## src/rtl/registerFile.sv

```systemverilog
`timescale 1ns/1ns

module registerFile (
    input  logic        clock,
    input  logic        arstN,
    input  logic        writeEn,
    input  logic [4:0]  readAddr1,
    input  logic [4:0]  readAddr2,
    input  logic [4:0]  writeAddr,
    input  logic [31:0] writeData,
    output logic [31:0] readData1,
    output logic [31:0] readData2
);

    logic [31:0] regs [32];

    always_ff @(posedge clock or negedge arstN) begin
        if (!arstN) begin
            for (int i = 0; i < 32; i++) begin
                regs[i] <= 32'd0;
            end
        end else if (writeEn && (writeAddr != 5'd0)) begin   // x0 stays zero
            regs[writeAddr] <= writeData;
        end
    end

    // Asynchronous reads
    assign readData1 = regs[readAddr1];
    assign readData2 = regs[readAddr2];

endmodule

```

## config.mk

```make
export PLATFORM = sky130hd
export DESIGN_NAME = registerFile
export DESIGN_NICKNAME = d
export VERILOG_FILES = /design/src/rtl/registerFile.sv
export SDC_FILE = /design/constraint.sdc
export NUM_CORES = 2
export LEC_CHECK = 0
export BUFFER_PORTS_ARGS = -buffer_cell sky130_fd_sc_hd__buf_2
export CAP_MARGIN = 30
export CELL_PAD_IN_SITES_DETAIL_PLACEMENT = 1
export CELL_PAD_IN_SITES_GLOBAL_PLACEMENT = 1
export CORE_UTILIZATION = 54
export CTS_BUF_LIST = sky130_fd_sc_hd__clkbuf_4 sky130_fd_sc_hd__clkbuf_8
export DETAILED_ROUTE_END_ITERATION = 12
export PLACE_DENSITY_LB_ADDON = 0.3
export SKIP_LAST_GASP = 1
export SYNTH_ARGS = -nofsm -noshare
export SYNTH_HDL_FRONTEND = slang
export SYNTH_SLANG_ARGS = --single-unit
```

## constraint.sdc

```tcl
create_clock -name clock -period 1.5 [get_ports clock]
set_input_delay 0.075 -clock clock [delete_from_list [all_inputs] [get_ports clock]]
set_output_delay 0.075 -clock clock [all_outputs]
set_load 0.02 [all_outputs]
```

==> impl_metrics.yaml <==
outcome:
  outcome: "finished with violations"
  violations: "negative setup slack"
pwr:
  power.density_mw_per_mm2: 1313
  vdd_drop_max_mv: 0.8677
  power_leakage_nw: 32.52
  finalPower_mw: 90.08
critical_path:
  cp-startpoint: "regs[409]"
  cp.required_ns: 1.42
  crit_slowest_cell: "dfrtp_1"
  cpLargestDelayFamily: "compound AO/OA/AOI/OAI gates"
  path_max_fanout: 3
  cp_cell_sequence: "mux2i_1, a22oi_1, a31oi_1, nand3_1, buf_6, buf_6"
  critPathLaunchType: "flop"
  cpPeakStageDelay_ns: 0.46
  r2r_start: "regs[955]"
  crit_type: "reg2out"
  crit_top_cell: "buf_6"
  crit_buf_inv: 2
  critPathCaptureType: "output port"
  arrival_ns: 2.86
clocking:
  clock_latency_ns: 0.93
  cts-buffers-inserted: 176
  cts_root_buf: "clkbuf_8"
  cts_tree: "done"
  htreeDepth: 4
  cts_sinks: 1024
  clk_pin_slew_ns: 0.09
  cts_buffer_depth: 3
sta:
  worstMarginPinSlew_ns: 0.7870
  max_freq_mhz: 340.6
  rsz0062_at_grt: "true"
  fin_ws_ns: -1.436
  hold_violations: 0
  finalCriticalPeriod_ns: 2.936
  skew_ns: 0
  finalMaxSlewViolations: 0
  fin_setup_tns_ns: -68.17
  fin_hold_ws_ns: 0.06641
  post-route-period-util_pct: 195.8
  setup-violations-final: 69
  slew_headroom_pct: 47.13
synth:
  synthFlopType: "dfrtp_1"
  synth_edf_count: 0
  synth.avg_cell_area_um2: 12.16
  synth.area.mux_share_pct: 38.29
  synth_top_family_by_area: "multiplexers"
  syn_inst: 4601
  mappedNetlistNets: 4651
  async_reset_ff_share_pct: 100.0
  yosys_warnings: 0
  synth_area_mm2: 0.05594
  ys_types: 28
  synthSimpleGateAreaFrac_pct: 4.395
  synth_compound_area_share_pct: 7.014
  synthXorXnorAreaFrac_pct: 0
  ys_ff_latch: 1024
  ys_seq_area_share_pct: 45.81
  synth_fa_ha_area_share_pct: 0
routing:
  first_pass_iters: 6
  wl_per_cell_um: 39.07
  avgViaCountPerCell: 7.307
  drc: 0
  drtIter0Drc: 5415
  vias: 47855
  ant_nets: 0
  routed_wirelength_um: 255800
global_route:
  grt_max_degree: 90
  grt_overflow: 0
  grt_pass1_vias: 52209
  antenna_found_initial: 21
  grt_pass1_wl_um: 363100
  track_usage_pct: 47.37
job:
  max_cap_viol_count: 0
layout:
  top_register: "regs"
  largest_reg_flops: 1024
  final_cell_mix: "dfrtp_1 (1021), mux2i_1 (979), mux2_2 (953)"
  largestRegisters: "regs x1024"
  syn_to_final_growth_pct: 22.63
  fin_nets: 5079
  final_common_cell: "dfrtp_1"
  fillers: 9674
  drive_gt1_share_pct: 42.85
  fin_area_mm2: 0.06860
floorplanning:
  dieArea_mm2: 0.1049
  start_util_pct: 54.75
  die_h_um: 323.9
  die_w_um: 323.9
  core_area_mm2: 0.1022
  placementRows: 117
  ios: 114
place:
  gp_congestion: 0.8750
  place_ws_ns: -0.7037
  dpl_cell_area_mm2: 0.06203
  hpwl_um: 134400
  io_buffers: 113
hold_path:
  hold_class: "in2reg"
  hold_path_startpoint: "writeAddr[1]"
## through the flow
step | utilization [%] | instances
4_1_cts | 66.41 | 6519
5_1_grt | 67.12 | 6543
3_5_place_dp | 60.71 | 6164
2_1_floorplan | - | 4601
6_report | 67.14 | 6549
3_3_place_gp | 60.71 | 6164
## worst register-to-register path, cell delays in order (launching register included)
cell and delay [ns]:
dfrtp_1 0.40, buf_6 0.12, buf_4 0.12, buf_4 0.12, mux2_2 0.26
## layout make-up
class	instances	area (µm²)	area share (%)
Antenna cell	17	42.54	0.06201
Clock buffer	290	3585	5.225
Clock inverter	23	302.8	0.4414
Multi-Input combinational cell	3104	29560	43.09
Sequential cell	1024	25630	37.36
Tap cell	1368	1712	2.495
Timing Repair Buffer	723	7769	11.32
## cell families after synthesis
family	count (synthesis)
compound gates	576
buf+inv	473
flops	1024
mux	2016
simple gates	512
## per-layer routing
layer | vias to the layer above | share of wire (%) | global-route usage, %
met5 | - | 0.030 | 0
met4 | 12 | 10 | 39.63
met3 | 1811 | 11 | 15.55
met2 | 3940 | 45 | 73.85
met1 | 24247 | 34 | 52.65
li1 | 17845 | - | -
## worst paths after layout
kind,cells after the start,slack (ns),to
setup / recovery,6,-1.44,readData1[25]
hold / removal,5,0.07,regs[98]
setup reg to reg,4,0.35,regs[955]
hold reg to reg,0,0.41,regs[994]
max in group asynchronous,6,0.26,regs[137]
min in group asynchronous,4,0.36,regs[691]
## cells in the mapped netlist (4+ instances only)
master	count	share of area, %
a21oi_1	192	1.7
a22o_1	128	2.0
a22oi_1	192	2.6
a31oi_1	64	0.72
buf_1	26	0.17
buf_2	111	0.99
buf_4	64	0.86
buf_6	48	0.97
clkbuf_1	224	1.5
dfrtp_1	1024	46
mux2_1	39	0.79
mux2_2	953	19
mux2i_1	1024	18
nand2_1	210	1.4
nand2b_1	4	0.045
nand3_1	194	1.7
nand3b_1	4	0.054
nor2_4	16	0.32
nor2b_1	4	0.045
nor3_1	65	0.58
## where the power goes
| group | leakage [nW] | internal (mW) | switching (mW) |
|---|---|---|---|
| Combinational | 17.3 | 10.2 | 11.5 |
| Clock | 2.05 | 16.1 | 13.7 |
| Sequential | 13.1 | 32.9 | 5.71 |
| Total | 32.5 | 59.1 | 31.0 |
## what timing repair did
| action | CTS | global route |
|---|---|---|
| buffers inserted | 25 | 18 |
| setup endpoints to repair | 64 | 69 |
| pin swaps | 122 | 127 |
| hold endpoints to repair | 2016 | 16 |
| resized for setup | 315 | 120 |
| hold buffers | 38 | 1 |
(Power assumes the default switching activity.)
