**src/rtl/rvCorePkg.sv**
```systemverilog
package rvCorePkg;

    // Major opcodes
    localparam logic [6:0] opR      = 7'b0110011;
    localparam logic [6:0] opI      = 7'b0010011;
    localparam logic [6:0] opLoad   = 7'b0000011;
    localparam logic [6:0] opStore  = 7'b0100011;
    localparam logic [6:0] opBranch = 7'b1100011;
    localparam logic [6:0] opJal    = 7'b1101111;
    localparam logic [6:0] opLui    = 7'b0110111;

    // funct3 for arithmetic and logic
    localparam logic [2:0] f3Add  = 3'b000;      // add, sub, addi
    localparam logic [2:0] f3Sll  = 3'b001;
    localparam logic [2:0] f3Slt  = 3'b010;
    localparam logic [2:0] f3Sltu = 3'b011;
    localparam logic [2:0] f3Xor  = 3'b100;
    localparam logic [2:0] f3Srl  = 3'b101;      // srl, sra and immediates
    localparam logic [2:0] f3Or   = 3'b110;
    localparam logic [2:0] f3And  = 3'b111;

    // funct3 for branches
    localparam logic [2:0] f3Beq = 3'b000;
    localparam logic [2:0] f3Bne = 3'b001;

    // ALU op class from the control unit
    localparam logic [1:0] aluAdd    = 2'b00;    // Address calc
    localparam logic [1:0] aluBranch = 2'b01;    // Compare by subtract
    localparam logic [1:0] aluFunc   = 2'b10;    // Decode funct bits

    // ALU operations
    localparam logic [3:0] ctlAnd  = 4'b0000;
    localparam logic [3:0] ctlOr   = 4'b0001;
    localparam logic [3:0] ctlAdd  = 4'b0010;
    localparam logic [3:0] ctlXor  = 4'b0011;
    localparam logic [3:0] ctlSub  = 4'b0110;
    localparam logic [3:0] ctlSlt  = 4'b0111;
    localparam logic [3:0] ctlSltu = 4'b1000;
    localparam logic [3:0] ctlSll  = 4'b1001;
    localparam logic [3:0] ctlSrl  = 4'b1010;
    localparam logic [3:0] ctlSra  = 4'b1011;

    // Access size, same as funct3[1:0] of loads and stores
    localparam logic [1:0] sizeByte = 2'b00;
    localparam logic [1:0] sizeHalf = 2'b01;
    localparam logic [1:0] sizeWord = 2'b10;

    // Register write-back source
    localparam logic [1:0] wbAlu  = 2'b00;
    localparam logic [1:0] wbMem  = 2'b01;
    localparam logic [1:0] wbImm  = 2'b10;       // lui
    localparam logic [1:0] wbLink = 2'b11;       // jal

    localparam int imemWords = 256;              // 8-bit word address
    localparam int dmemBytes = 1024;             // 10-bit byte address

    // One instruction word, five field layouts
    typedef union packed {
        struct packed {
            logic [6:0] funct7;
            logic [4:0] rs2;
            logic [4:0] rs1;
            logic [2:0] funct3;
            logic [4:0] rd;
            logic [6:0] opcode;
        } rType;
        struct packed {
            logic [11:0] imm;
            logic [4:0]  rs1;
            logic [2:0]  funct3;
            logic [4:0]  rd;
            logic [6:0]  opcode;
        } iType;
        struct packed {
            logic [6:0] immHi;
            logic [4:0] rs2;
            logic [4:0] rs1;
            logic [2:0] funct3;
            logic [4:0] immLo;
            logic [6:0] opcode;
        } sType;
        struct packed {
            logic       imm12;
            logic [5:0] imm10to5;
            logic [4:0] rs2;
            logic [4:0] rs1;
            logic [2:0] funct3;
            logic [3:0] imm4to1;
            logic       imm11;
            logic [6:0] opcode;
        } bType;
        struct packed {
            logic [19:0] imm;                    // lui upper bits or scrambled jal offset
            logic [4:0]  rd;
            logic [6:0]  opcode;
        } uj;
    } instrWord;

endpackage
```
**src/rtl/immGen.sv**
```systemverilog
`timescale 1ns/1ns

module immGen
    import rvCorePkg::*;
(
    input  instrWord    instr,
    output logic [31:0] imm
);

    logic [11:0] branchOff;   // Offset in words, no implied zero bit
    logic [19:0] jumpOff;     // Same for jal

    assign branchOff = {instr.bType.imm12, instr.bType.imm11,
                        instr.bType.imm10to5, instr.bType.imm4to1};
    assign jumpOff   = {instr.uj.imm[19], instr.uj.imm[7:0],
                        instr.uj.imm[8], instr.uj.imm[18:9]};

    always_comb begin
        case (instr.rType.opcode)
            opI, opLoad: imm = {{20{instr.iType.imm[11]}}, instr.iType.imm};
            opStore:     imm = {{20{instr.sType.immHi[6]}}, instr.sType.immHi, instr.sType.immLo};
            opBranch:    imm = {{20{branchOff[11]}}, branchOff};
            opJal:       imm = {{12{jumpOff[19]}}, jumpOff};
            opLui:       imm = {instr.uj.imm, 12'd0};        // Upper 20 bits, zeros below
            default:     imm = 32'd0;
        endcase
    end

endmodule

```
**config.mk**
```make
export PLATFORM = sky130hd
export DESIGN_NAME = immGen
export DESIGN_NICKNAME = d
export VERILOG_FILES = /design/src/rtl/rvCorePkg.sv /design/src/rtl/immGen.sv
export SDC_FILE = /design/constraint.sdc
export NUM_CORES = 1
export LEC_CHECK = 0
export ABC_AREA = 1
export BUFFER_PORTS_ARGS = -buffer_cell sky130_fd_sc_hd__buf_2
export CORE_ASPECT_RATIO = 0.7
export CORE_MARGIN = 5
export CORE_UTILIZATION = 35
export DETAILED_ROUTE_END_ITERATION = 6
export PLACE_DENSITY = 0.7
export SLEW_MARGIN = 40
export SYNTH_ARGS = -nofsm -noshare
export SYNTH_HDL_FRONTEND = slang
export SYNTH_SLANG_ARGS = --single-unit
```
**constraint.sdc**
```tcl
create_clock -name vclk -period 1.35
set_clock_uncertainty 0.2 [all_clocks]
set_input_delay 0.135 -clock vclk [all_inputs]
set_output_delay 0.135 -clock vclk [all_outputs]
set_load 0.02 [all_outputs]
```
==> results by group <==
Hold path
  • Hold Crit Start: instr[26]
  • Worst hold stages: 4
  • Worst min path class: in2out
  • Worst hold path endpoint: imm[5]

Critical path
  • Startpoint types: input port
  • Worst path cell trace: buf_8, inv_6, nand2_8, buf_12, nor2_4, buf_6, nand3_1, nand2_1, inv_1, nand2_1, buf_6
  • Worst Path Required: slightly above 1 ns
  • Worst stage delay on the critical path: around 0.14 ns
  • CP Max Fanout: 5
  • Crit. End Element: output pin
  • Crit path kind: in2out
  • Slowest cell on crit path: buf_6
  • Worst path arrival time: 1.09 ns

Place
  • GPL Wtd Cong: 0.837
  • DP HPWL: approximately 2400 µm
  • Placed Area: 1350 µm²
  • Placed cell count: approximately 280
  • Port bufs: 64

Final layout
  • Register area: 0 µm²
  • Final instance area: approximately 1900 µm²
  • Area Growth Syn to Fin: 115%
  • Final Net Count: 281
  • Final core utilization: 78.6%
  • Num sequential: 0
  • Share of layout cells above drive strength 1: 59.9%
  • Clk_buf instances: 0
  • Diodes inserted: 0
  • Non-Filler Instances: 281

Synth
  • Cells after synthesis: 171
  • Mean area per synthesized cell: between 5 and 6 µm²
  • Post-synth design cell area: approximately 900 µm²
  • Netlist cell types: 14
  • Ys Warns: 0
  • Seq/Total Area, Yosys: 0%
  • Syn_nets: 203

Routing
  • Antenna viol nets, final: 0
  • Drt first pass iters: 4
  • Vias per cell: 4.95
  • WL final: 3960 µm
  • Drt drc: 0
  • Iteration-0 DRC count of the detailed router: 106
  • Via count: 1392
  • Wirelength per Cell: between 10 and 15 µm

Die
  • Num rows: 15
  • Initial core utilization: 36.5%
  • DIE AREA: 3690 µm²
  • DIE HEIGHT: 52.4 µm
  • Die width: 70.5 µm
  • Boundary Pins: between 60 and 70
  • Core box area: roughly 2500 µm²

Global route
  • Total Routing Usage GR: about 17%
  • First-pass GRT wire length: roughly 5400 µm
  • Congestion Overflow GR: 0
  • Largest net degree at the start of global routing: 21
  • Initial antenna violation count: 0
  • Vias in the first global route: 1230

Flow run
  • Max Cap Viol: 0

Timing
  • Min Tclk post-route: 1.42 ns
  • Worst-Margin Slew: 0.278 ns
  • Max-slew violation count: 0
  • PnR worst setup slack: -0.0727 ns
  • Final Cycle Share: 105%
  • RSZ-0062 raised after global routing: yes
  • Hold Vio Cnt, Final: 0
  • Count of final setup violators: 32
  • Rel. slew slack: between 80% and 90%
  • Worst hold margin: slightly below 0.4 ns
  • Highest clock rate: 0.703 GHz

Clock tree
  • Hold_buf cts: 0

Pwr
  • Total power: 335 µW
  • VDD IR max: 0.130 mV
  • P_leak: between 1 and 1.5 nW
  • Power per cell area: ~170 nW/µm²

Run status
  • Failing checks: negative setup slack
  • Status: complete, but fails checks
## cell usage in the layout, fill, tap and decap left out
| cell type | instances |
|---|---|
| buf_6 | 44 |
| nand3_1 | 41 |
| nand2_1 | 39 |
| buf_2 | 25 |
| nand2_2 | 18 |
| inv_1 | 17 |
| nand3_2 | 12 |
| buf_4 | 9 |
| nand3_4 | 8 |
| nor2_4 | 7 |
| nand2_8 | 5 |
| inv_2 | 4 |
| nand2_4 | 3 |
| buf_8 | 3 |
| buf_12 | 3 |
| inv_4 | 2 |
| nor2_8 | 2 |
| nor2_2 | 2 |
| nor2_1 | 2 |
| inv_6 | 1 |
## how the worst max path moves through the flow
stage	depth (start not counted)	slack (ns)	startpoint	to
final	11	-0.07	instr[4]	imm[0]
after floorplan	7	0.03	instr[1]	imm[31]
after CTS	10	-0.07	instr[4]	imm[31]
after global routing	11	-0.14	instr[4]	imm[2]
after global placement	9	-0.10	instr[4]	imm[7]
after detailed placement	9	-0.13	instr[3]	imm[17]
## synthesized netlist by cell type, drive strengths merged
library cell  count  area share, %
nand2            64             30
buf               9            7.3
inv              24             10
nand3            61             41
nor2             13             12
## layer usage
layer  wire [µm]  GRT usage [%]  vias to the layer above
met5           0              0                        -
met4          56              0                        0
met2        1930           31.4                       56
li1            -              -                      700
met1        1650           21.8                      630
met3         321           3.45                        6
## layout make-up
cell class         count  area, µm²
inverters             24        100
multi-input cells    139        997
fillers              186        526
well taps             34       42.5
repair buffers        84        793
## logic make-up (layout without fill, tap and decap cells)
logic type | Yosys count | count (layout) | synth area share [%]
AND/OR/NAND/NOR | 138 | 139 | 82.7
buffers and inverters | 33 | 108 | 17.3
## where the power goes
group          total (mW)  internal, mW  switching, mW
registers               0             0              0
clock network           0             0              0
logic               0.335         0.153          0.183
total               0.335         0.153          0.183
## timing repair
item | in CTS | in global routing
gates cloned | 1 | 1
pin swaps | 11 | 34
endpoints found under the setup margin | 32 | 32
buffers inserted | 4 | 1
resized for setup | 69 | 81
## critical path: cells and delay by family
kind                   cells  cell delay [ns]
buffers and inverters      6             0.59
and+or+nand+nor            5             0.37
## per-stage QoR
stage	setup WS (ns)	setup TNS [ns]
after floorplan	0.0274	0
after global placement	-0.101	-2.32
after detailed placement	-0.131	-2.97
after CTS	-0.0683	-1.34
after global routing	-0.144	-3.00
final	-0.0727	-1.23
Note: power is estimated with default switching activity, not from simulation.
