## src/rtl/rvCorePkg.sv

```systemverilog
package rvCorePkg;

    // Major opcodes
    localparam logic [6:0] opR      = 7'b0110011;
    localparam logic [6:0] opI      = 7'b0010011;
    localparam logic [6:0] opLoad   = 7'b0000011;
    localparam logic [6:0] opStore  = 7'b0100011;
    localparam logic [6:0] opBranch = 7'b1100011;
    localparam logic [6:0] opJal    = 7'b1101111;
    localparam logic [6:0] opLui    = 7'b0110111;

    // funct3 for arithmetic and logic
    localparam logic [2:0] f3Add  = 3'b000;      // add, sub, addi
    localparam logic [2:0] f3Sll  = 3'b001;
    localparam logic [2:0] f3Slt  = 3'b010;
    localparam logic [2:0] f3Sltu = 3'b011;
    localparam logic [2:0] f3Xor  = 3'b100;
    localparam logic [2:0] f3Srl  = 3'b101;      // srl, sra and immediates
    localparam logic [2:0] f3Or   = 3'b110;
    localparam logic [2:0] f3And  = 3'b111;

    // funct3 for branches
    localparam logic [2:0] f3Beq = 3'b000;
    localparam logic [2:0] f3Bne = 3'b001;

    // ALU op class from the control unit
    localparam logic [1:0] aluAdd    = 2'b00;    // Address calc
    localparam logic [1:0] aluBranch = 2'b01;    // Compare by subtract
    localparam logic [1:0] aluFunc   = 2'b10;    // Decode funct bits

    // ALU operations
    localparam logic [3:0] ctlAnd  = 4'b0000;
    localparam logic [3:0] ctlOr   = 4'b0001;
    localparam logic [3:0] ctlAdd  = 4'b0010;
    localparam logic [3:0] ctlXor  = 4'b0011;
    localparam logic [3:0] ctlSub  = 4'b0110;
    localparam logic [3:0] ctlSlt  = 4'b0111;
    localparam logic [3:0] ctlSltu = 4'b1000;
    localparam logic [3:0] ctlSll  = 4'b1001;
    localparam logic [3:0] ctlSrl  = 4'b1010;
    localparam logic [3:0] ctlSra  = 4'b1011;

    // Access size, same as funct3[1:0] of loads and stores
    localparam logic [1:0] sizeByte = 2'b00;
    localparam logic [1:0] sizeHalf = 2'b01;
    localparam logic [1:0] sizeWord = 2'b10;

    // Register write-back source
    localparam logic [1:0] wbAlu  = 2'b00;
    localparam logic [1:0] wbMem  = 2'b01;
    localparam logic [1:0] wbImm  = 2'b10;       // lui
    localparam logic [1:0] wbLink = 2'b11;       // jal

    localparam int imemWords = 256;              // 8-bit word address
    localparam int dmemBytes = 1024;             // 10-bit byte address

    // One instruction word, five field layouts
    typedef union packed {
        struct packed {
            logic [6:0] funct7;
            logic [4:0] rs2;
            logic [4:0] rs1;
            logic [2:0] funct3;
            logic [4:0] rd;
            logic [6:0] opcode;
        } rType;
        struct packed {
            logic [11:0] imm;
            logic [4:0]  rs1;
            logic [2:0]  funct3;
            logic [4:0]  rd;
            logic [6:0]  opcode;
        } iType;
        struct packed {
            logic [6:0] immHi;
            logic [4:0] rs2;
            logic [4:0] rs1;
            logic [2:0] funct3;
            logic [4:0] immLo;
            logic [6:0] opcode;
        } sType;
        struct packed {
            logic       imm12;
            logic [5:0] imm10to5;
            logic [4:0] rs2;
            logic [4:0] rs1;
            logic [2:0] funct3;
            logic [3:0] imm4to1;
            logic       imm11;
            logic [6:0] opcode;
        } bType;
        struct packed {
            logic [19:0] imm;                    // lui upper bits or scrambled jal offset
            logic [4:0]  rd;
            logic [6:0]  opcode;
        } uj;
    } instrWord;

endpackage
```

## src/rtl/controlUnit.sv

```systemverilog
`timescale 1ns/1ns

module controlUnit
    import rvCorePkg::*;
(
    input  instrWord   instr,
    output logic       regWrite,
    output logic       memWrite,
    output logic       memRead,
    output logic       aluSrc,
    output logic       branch,
    output logic       branchNe,
    output logic       jump,
    output logic       loadUnsigned,
    output logic [1:0] aluOp,
    output logic [1:0] wbSel,
    output logic [1:0] memSize
);

    logic [2:0] funct3;

    assign funct3 = instr.rType.funct3;

    always_comb begin
        // Defaults give a no-op
        regWrite     = 1'b0;
        memWrite     = 1'b0;
        memRead      = 1'b0;
        aluSrc       = 1'b0;
        branch       = 1'b0;
        branchNe     = 1'b0;
        jump         = 1'b0;
        loadUnsigned = 1'b0;
        aluOp        = aluAdd;
        wbSel        = wbAlu;
        memSize      = sizeWord;

        case (instr.rType.opcode)
            opR: begin
                regWrite = 1'b1;
                aluOp    = aluFunc;
            end
            opI: begin
                regWrite = 1'b1;
                aluSrc   = 1'b1;
                aluOp    = aluFunc;
            end
            opLoad: begin
                regWrite     = 1'b1;
                memRead      = 1'b1;
                aluSrc       = 1'b1;                  // rs1 + offset
                wbSel        = wbMem;
                loadUnsigned = funct3[2];             // lbu, lhu
                memSize      = (funct3[1:0] == sizeByte) ? sizeByte :
                               (funct3[1:0] == sizeHalf) ? sizeHalf : sizeWord;
            end
            opStore: begin
                memWrite = 1'b1;
                aluSrc   = 1'b1;
                memSize  = (funct3[1:0] == sizeByte) ? sizeByte :
                           (funct3[1:0] == sizeHalf) ? sizeHalf : sizeWord;
            end
            opBranch: begin
                aluOp    = aluBranch;
                branch   = (funct3 == f3Beq) || (funct3 == f3Bne);   // Others fall through
                branchNe = (funct3 == f3Bne);
            end
            opJal: begin
                regWrite = 1'b1;
                jump     = 1'b1;
                wbSel    = wbLink;
            end
            opLui: begin
                regWrite = 1'b1;
                wbSel    = wbImm;
            end
            default: ;                                 // Unknown opcode, nothing written
        endcase
    end

endmodule

```

## config.mk

```make
export PLATFORM = sky130hd
export DESIGN_NAME = controlUnit
export DESIGN_NICKNAME = d
export VERILOG_FILES = /design/src/rtl/rvCorePkg.sv /design/src/rtl/controlUnit.sv
export SDC_FILE = /design/constraint.sdc
export NUM_CORES = 1
export LEC_CHECK = 0
export CAP_MARGIN = 20
export CORE_AREA = 4 4 41 43
export DETAILED_ROUTE_END_ITERATION = 7
export DIE_AREA = 0 0 45 47
export DONT_BUFFER_PORTS = 1
export PLACE_DENSITY = 0.3
export SLEW_MARGIN = 20
export SYNTH_ARGS = -nofsm -noshare
export SYNTH_HDL_FRONTEND = slang
export SYNTH_SLANG_ARGS = --single-unit
```

## constraint.sdc

```tcl
create_clock -name vclk -period 1.7
set_input_delay 0.34 -clock vclk [all_inputs]
set_output_delay 0.34 -clock vclk [all_outputs]
set_load 0.01 [all_outputs]
```

==> flow_metrics.tcl, run 1 <==
set metrics [dict create \
    status "complete, no violations" \
    die_h_microns 47 \
    p_leak_uw 0.0000912 \
    synth-compound-area-share_pct 16.3 \
    tightestPinTransition_ns 0.374 \
    die_width_microns 45 \
    synth_fp_nets 63 \
    grt_pass1_wl_microns 876 \
    yosys_warnings 0 \
    switching_share_pct 50.8 \
    whs_endpoint "loadUnsigned" \
    cp_max_fo 7 \
    clockBufferCount 0 \
    vias 257 \
    synthesis.area_sq_um 200 \
    setup_viol 0 \
    post-dp-hpwl_microns 526 \
    seqPwrFrac_pct 0 \
    coreArea_sq_mm 0.00130 \
    cp.arrival_ns 1.30 \
    synthCells 31 \
    routedWlPerCell_microns 13.8 \
    ios 46 \
    end_kind "output port" \
    avgViaCountPerCell 5.35 \
    min_delay_path_depth 1 \
    synth.avg_cell_area_sq_um 6.46 \
    yosys.area_share.simple_pct 68.1 \
    path_buf_inv 0 \
    ir_drop_v 0.0000292 \
    synthMuxAreaShare_pct 0 \
    period_minus_slack_ns 1.64 \
    worstHoldStart "instr[5]" \
    die_area_sq_mm 0.00212 \
    post_cts_buffers 0 \
    hold_class "in -> out" \
    p_clk_share_pct 0 \
    initialDrtViolationCount 3 \
    grt-ovfl-total 0 \
    tns_ns 0 \
    grt_pass1_vias 212 \
    core.rowCount 13 \
    drive_gt1_share_pct 33.3 \
    crit_family "simple AND/OR/NAND/NOR gates" \
    slowest_stage "or4_4" \
    ys_seq_area_share_pct 0 \
    crit_type "in -> out" \
    initial_core_util_pct 15.4 \
    post-route-period-util_pct 96.2 \
    fillers 158 \
    drc_errors 0 \
    power.internal_uw 8.76 \
    first_pass_iters 4 \
    p_per_area_mw_per_mm2 73.4 \
    final_util_pct 18.7 \
    timing.fmax_mhz 611 \
    cp_cell_sequence "or4_4, nor4b_2" \
    grt_max_degree 14 \
    pwr-share-comb_pct 100.0 \
    synth_cell_types 21 \
    synth_xor_area_share_pct 0 \
    finalHoldViolCount 0 \
    antenna_found_initial 0 \
    nets 67 \
    hold-worst-slack_ns 0.717 \
    required_ns 1.36 \
    numPortBuffers 0 \
    track_usage_pct 5.19 \
    register_area_sq_um 0 \
    start_kind "primary input" \
    diodes 0 \
    multi_input_area_sq_um 179 \
    place_congestion 0.605 \
    max_cap_viol_count 0 \
    slowest_delay_ns 0.56 \
    ant_nets 0 \
    syn2layout_area_growth_pct 21.3 \
    max_slew_margin_pct 74.9 \
    design.seq.count 0 \
    synthAdderAreaFrac_pct 0 \
    switchingPower_uw 9.06 \
    synth_top_family_by_area "simple AND/OR/NAND/NOR gates" \
    slew_viol_final 0 \
    wl_microns 662 \
]
-- power by group through the flow --
| stage | clock [uW] | combinational, uW | sequential (uW) |
|---|---|---|---|
| 2_1_floorplan | 0 | 23.2 | 0 |
| 3_3_place_gp | 0 | 17.2 | 0 |
| 3_5_place_dp | 0 | 17.7 | 0 |
| 4_1_cts | 0 | 17.7 | 0 |
| 5_1_grt | 0 | 19.5 | 0 |
| 6_report | 0 | 17.8 | 0 |
-- metrics by stage --
| stage | power [uW] | setup WS (ns) | area [sq um] | std cells |
|---|---|---|---|---|
| floorplan | 23.2 | 0.0178 | 205 | 31 |
| global placement | 17.2 | 0.0576 | 238 | 48 |
| finish | 17.8 | 0.0639 | 243 | 48 |
| detailed placement | 17.7 | 0.0565 | 238 | 48 |
| CTS | 17.7 | 0.0576 | 238 | 48 |
| global route | 19.5 | -0.00514 | 243 | 48 |
-- timing repair --
action / CTS / global route
resized for setup: 0 / 1
setup endpoints to repair: 0 / 1
hold buffers: 0 / 0
-- logic make-up (layout without fill, tap and decap cells) --
| logic type | after synthesis | in the layout |
|---|---|---|
| AND/OR/NAND/NOR | 21 | 21 |
| buffers and inverters | 5 | 7 |
| AO/OA/AOI/OAI | 5 | 5 |
-- Yosys cell counts --
cell      count  area [sq um]
buf_6         1          11.3
a211oi_1      1          7.51
or4_1         2          15.0
nand2_2       1          6.26
nand4_1       1          6.26
o21ai_0       1          5.00
nand2b_1      1          6.26
buf_4         1          7.51
and3b_2       1          10.0
nor3b_1       1          7.51
nor3_1        6          30.0
nand3b_1      1          7.51
nor2_1        2          7.51
or4_4         1          11.3
or3_1         1          6.26
nor4b_2       1          15.0
nand2_1       2          7.51
inv_1         2          7.51
a21oi_1       2          10.0
a41o_1        1          10.0
buf_2         1          5.00
-- how the worst max path moves through the flow --
stage,start,end,cells after the start
2_1_floorplan,instr[6],memSize[1],3
3_3_place_gp,instr[6],loadUnsigned,2
3_5_place_dp,instr[6],loadUnsigned,2
4_1_cts,instr[6],loadUnsigned,2
5_1_grt,instr[1],branchNe,4
6_report,instr[6],loadUnsigned,2
-- routing by layer --
metal  share of wire, %  GRT usage [%]
met1                 46           9.21
met2                 37           6.78
met3                 17          0.383
met5                  0              0
met4                  0              0
-- final cells by class --
cell class         instances  area share (%)
inverters                  2            3.09
multi-input cells         26            73.7
well taps                 15            7.73
repair buffers             5            15.5
-- cells in the final DEF (no fill, tap or decap), types with 2 or more instances in the layout --
master and n:
a21oi_1 2, buf_4 5, inv_1 2, nand2_1 2
nor2_1 2, nor3_1 5, or4_1 2
Power figures use the tool's default switching activity.
==> run 2: changes to the inputs <==
ABC_AREA = 1   (was not set)
==> run 2 against run 1 <==
Sequential share of layout area is the same. Global-route usage grew 0.47 points. Worst setup slack gained 0.30 ns. Synthesized cell count grew 32%. Count of clock-buffer cells in the layout is the same. First-iteration DRC count is the same. Final area shrank 5.7%. Via count shrank 14%. Critical path depth grew 4. Total power grew 36%. Worst hold slack gained 0.047 ns. Fmax grew 23%. Largest cell class unchanged. Largest power group unchanged.
==> flow_metrics.tcl, run 2 <==
set metrics [dict create \
    synth_common_cells "8 x inv_1, 6 x nand2_1, 6 x nor2_1, 6 x nor2_2" \
    cp_max_fo 4 \
    grt_pass1_vias 231 \
    ir_drop_v 0.0000317 \
    post-route-period-util_pct 78.3 \
    finalHoldViolCount 0 \
    synthCells 41 \
    start_kind "primary input" \
    status "complete, no violations" \
    final_cell_mix "8 x inv_1, 6 x nand2_1, 6 x nor2_2, 6 x nor2_1" \
    initial_core_util_pct 16.2 \
    post_cts_buffers 0 \
    period_minus_slack_ns 1.33 \
    coreArea_sq_mm 0.00130 \
    ys_seq_area_share_pct 0 \
    rsz0062_at_grt "no" \
    antenna_found_initial 0 \
    initialDrtViolationCount 3 \
    die_h_microns 47 \
    tns_ns 0 \
    post_cts_resized 0 \
    synth_fp_nets 73 \
    ctsHoldBuffers 0 \
    timing.fmax_mhz 751 \
    wl_microns 593 \
    ys_top_cells_by_area "nor2_2 18%, inv_1 14%, nand2_1 11%" \
    multi_input_area_sq_um 173 \
    design.seq.count 0 \
    core.rowCount 13 \
    grt-ovfl-total 0 \
    cp.arrival_ns 0.99 \
    track_usage_pct 5.66 \
    hold-worst-slack_ns 0.765 \
    hold_class "in -> out" \
    synthesis.area_sq_um 210 \
    syn2layout_area_growth_pct 8.93 \
    final_common_cell "inv_1" \
    synth.most_common_cell "inv_1" \
    tightestPinTransition_ns 0.354 \
    synth.avg_cell_area_sq_um 5.13 \
    grt_pass1_wl_microns 972 \
    ant_nets 0 \
    post-dp-hpwl_microns 562 \
    numPortBuffers 0 \
    yosys_warnings 0 \
    p_leak_uw 0.000107 \
    max_slew_margin_pct 76.2 \
    slew_viol_final 0 \
    diodes 0 \
    required_ns 1.36 \
    first_pass_iters 4 \
    ios 46 \
    drive_gt1_share_pct 31.7 \
    synth_cell_types 14 \
    setup_viol 0 \
    nets 75 \
    die_area_sq_mm 0.00212 \
    total_power_uw 24.3 \
    yosys.area.top_type "nor2_2" \
    avgViaCountPerCell 3.96 \
    fillers 172 \
    register_area_sq_um 0 \
    drc_errors 0 \
    clockBufferCount 0 \
    max_cap_viol_count 0 \
    crit_type "in -> out" \
    routedWlPerCell_microns 10.6 \
    synth_top_area_share_pct 17.9 \
    vias 222 \
    end_kind "output port" \
    p_per_area_mw_per_mm2 106 \
    grt_max_degree 6 \
    die_width_microns 45 \
    place_congestion 0.655 \
]
==> run 2: routing by layer <==
layer / GRT usage, % / share of wire [%] / routed length (microns)
met1: 7.87 / 40 / 235
met2: 9.32 / 46 / 271
met3: 1.53 / 15 / 86
met4: 0 / 0 / 0
met5: 0 / 0 / 0
==> run 2: worst paths after layout <==
check      from       end  slack (ns)  cells after the start
min    instr[5]    aluSrc        0.76                      1
max    instr[1]  regWrite        0.37                      6
==> run 2: area by class of cell <==
type	count	share of cell area, %
well taps	15	8.20
multi-input cells	31	75.4
inverters	10	16.4
==> run 2: kinds of logic after synthesis <==
group,count (synthesis),synth area share [%]
AOI/OAI and AO/OA,2,4.76
buffers and inverters,10,17.9
and+or+nand+nor,29,77.4
==> run 2: report_power, final <==
group / internal, uW / switching, uW / total [uW]
logic: 7.94 / 16.3 / 24.3
clock network: 0 / 0 / 0
registers: 0 / 0 / 0
total: 7.94 / 16.3 / 24.3
==> run 2: critical path, stage by stage <==
cell	delay, ns
nand2_1	0.03
inv_1	0.11
nand2_2	0.13
nor2_2	0.19
nor2_1	0.07
nand2_1	0.12
==> run 2: stage by stage <==
stage                     setup slack, ns  utilization, %  area (sq um)  instances
after floorplan                     0.451               -           210         41
final                               0.368            17.6           229         56
after CTS                           0.335            17.6           229         56
after global routing                0.234            17.6           229         56
after detailed placement            0.335            17.6           229         56
after global placement              0.339            17.6           229         56
==> run 3: changes to the inputs <==
ABC_AREA = 0   (was 1)
clock period = 1.3 ns   (was 1.7 ns; I/O delays follow)
==> run 3 against run 2 <==
The run now ends with negative setup slack left. Die area is the same. Global-route usage is the same. Via count grew 14%. Core utilization grew 6.0 points. Critical path depth shrank 4. Final area grew 34%. First-iteration DRC count shrank 67%. Critical endpoint is now memSize[1]. Largest power group unchanged.
==> flow_metrics.tcl, run 3 (synthesized netlist as in run 1, its figures left out) <==
set metrics [dict create \
    status "complete, but fails checks" \
    failed_checks "negative setup slack" \
    cp_cell_sequence "or4_4, or3_4" \
    startpoint "instr[3]" \
    design.seq.count 0 \
    drc_errors 0 \
    crit_type "in -> out" \
    avgViaCountPerCell 5.16 \
    hold-worst-slack_ns 0.546 \
    final_common_cell "buf_4" \
    p_leak_uw 0.000118 \
    place_congestion 0.677 \
    final_cell_mix "6 x buf_4, 3 x nor3_1" \
    cp.arrival_ns 1.21 \
    nets 68 \
    numPortBuffers 0 \
    initial_core_util_pct 15.4 \
    p_per_area_mw_per_mm2 98.5 \
    initialDrtViolationCount 1 \
    max_cap_viol_count 0 \
    end_kind "output port" \
    finalHoldViolCount 0 \
    syn2layout_area_growth_pct 53.1 \
    wl_microns 659 \
    post-route-period-util_pct 113 \
    track_usage_pct 5.66 \
    routedWlPerCell_microns 13.4 \
    hold_class "in -> out" \
    place_ws_ns -0.169 \
    rsz0062_at_grt "yes" \
    slowest_delay_ns 0.58 \
    grt-ovfl-total 0 \
    ant_nets 0 \
    vias 253 \
    max_slew_margin_pct 75.2 \
    setup_viol 9 \
    grt_max_degree 14 \
    path_buf_inv 0 \
    die_width_microns 45 \
    final_util_pct 23.6 \
    worstHoldStart "instr[13]" \
    period_minus_slack_ns 1.47 \
    slowest_stage "or4_4" \
    start_kind "primary input" \
    grt_pass1_vias 237 \
    ir_drop_v 0.0000509 \
    register_area_sq_um 0 \
    first_pass_iters 2 \
    post-dp-hpwl_microns 541 \
    timing.final.ws_setup_ns -0.174 \
    crit_family "simple AND/OR/NAND/NOR gates" \
    slew_viol_final 0 \
    drive_gt1_share_pct 52.9 \
    cp_max_fo 7 \
    coreArea_sq_mm 0.00130 \
    die_h_microns 47 \
    ios 46 \
    die_area_sq_mm 0.00212 \
    tightestPinTransition_ns 0.370 \
    ctsHoldBuffers 0 \
    grt_pass1_wl_microns 966 \
    antenna_found_initial 0 \
    timing.fmax_mhz 679 \
    core.rowCount 13 \
    clockBufferCount 0 \
    diodes 0 \
    required_ns 1.04 \
]
[run 3: final timing paths]
| check | endpoint | slack [ns] | cells after the start |
|---|---|---|---|
| hold / removal | branch | 0.55 | 1 |
| setup / recovery | memSize[1] | -0.17 | 2 |
[run 3: what timing repair did]
item | 4_1_cts | 5_1_grt
endpoints found under the setup margin | 9 | 10
buffers inserted | 0 | 1
resized for setup | 0 | 3
pin swaps | 2 | 1
[run 3: routing by layer]
metal	share of wire (%)	vias up	track usage [%]
met5	0	-	0
met1	45	108	7.42
met4	0	0	0
li1	-	122	-
met3	16	0	1.53
met2	39	23	9.89
[run 3: layout make-up]
type | instances | area (sq um)
Timing Repair Buffer | 6 | 45.0
Multi-Input combinational cell | 26 | 235
Fill cell | 150 | 995
Tap cell | 15 | 18.8
Inverter | 2 | 7.51
[run 3: power by group]
part / internal (uW) / leakage (uW) / switching (uW)
Clock: 0 / 0 / 0
Combinational: 16.1 / 0.000118 / 14.1
Sequential: 0 / 0 / 0
Total: 16.1 / 0.000118 / 14.1
[run 3: through the flow]
| stage | std cells | total power (uW) | instance area, sq um | setup TNS [ns] |
|---|---|---|---|---|
| final | 49 | 30.2 | 307 | -0.860 |
| after global routing | 49 | 32.5 | 307 | -1.14 |
| after CTS | 48 | 28.8 | 283 | -0.877 |
| after detailed placement | 48 | 28.7 | 283 | -0.914 |
| after global placement | 48 | 28.5 | 283 | -0.886 |
| after floorplan | 31 | 36.1 | 253 | -1.31 |
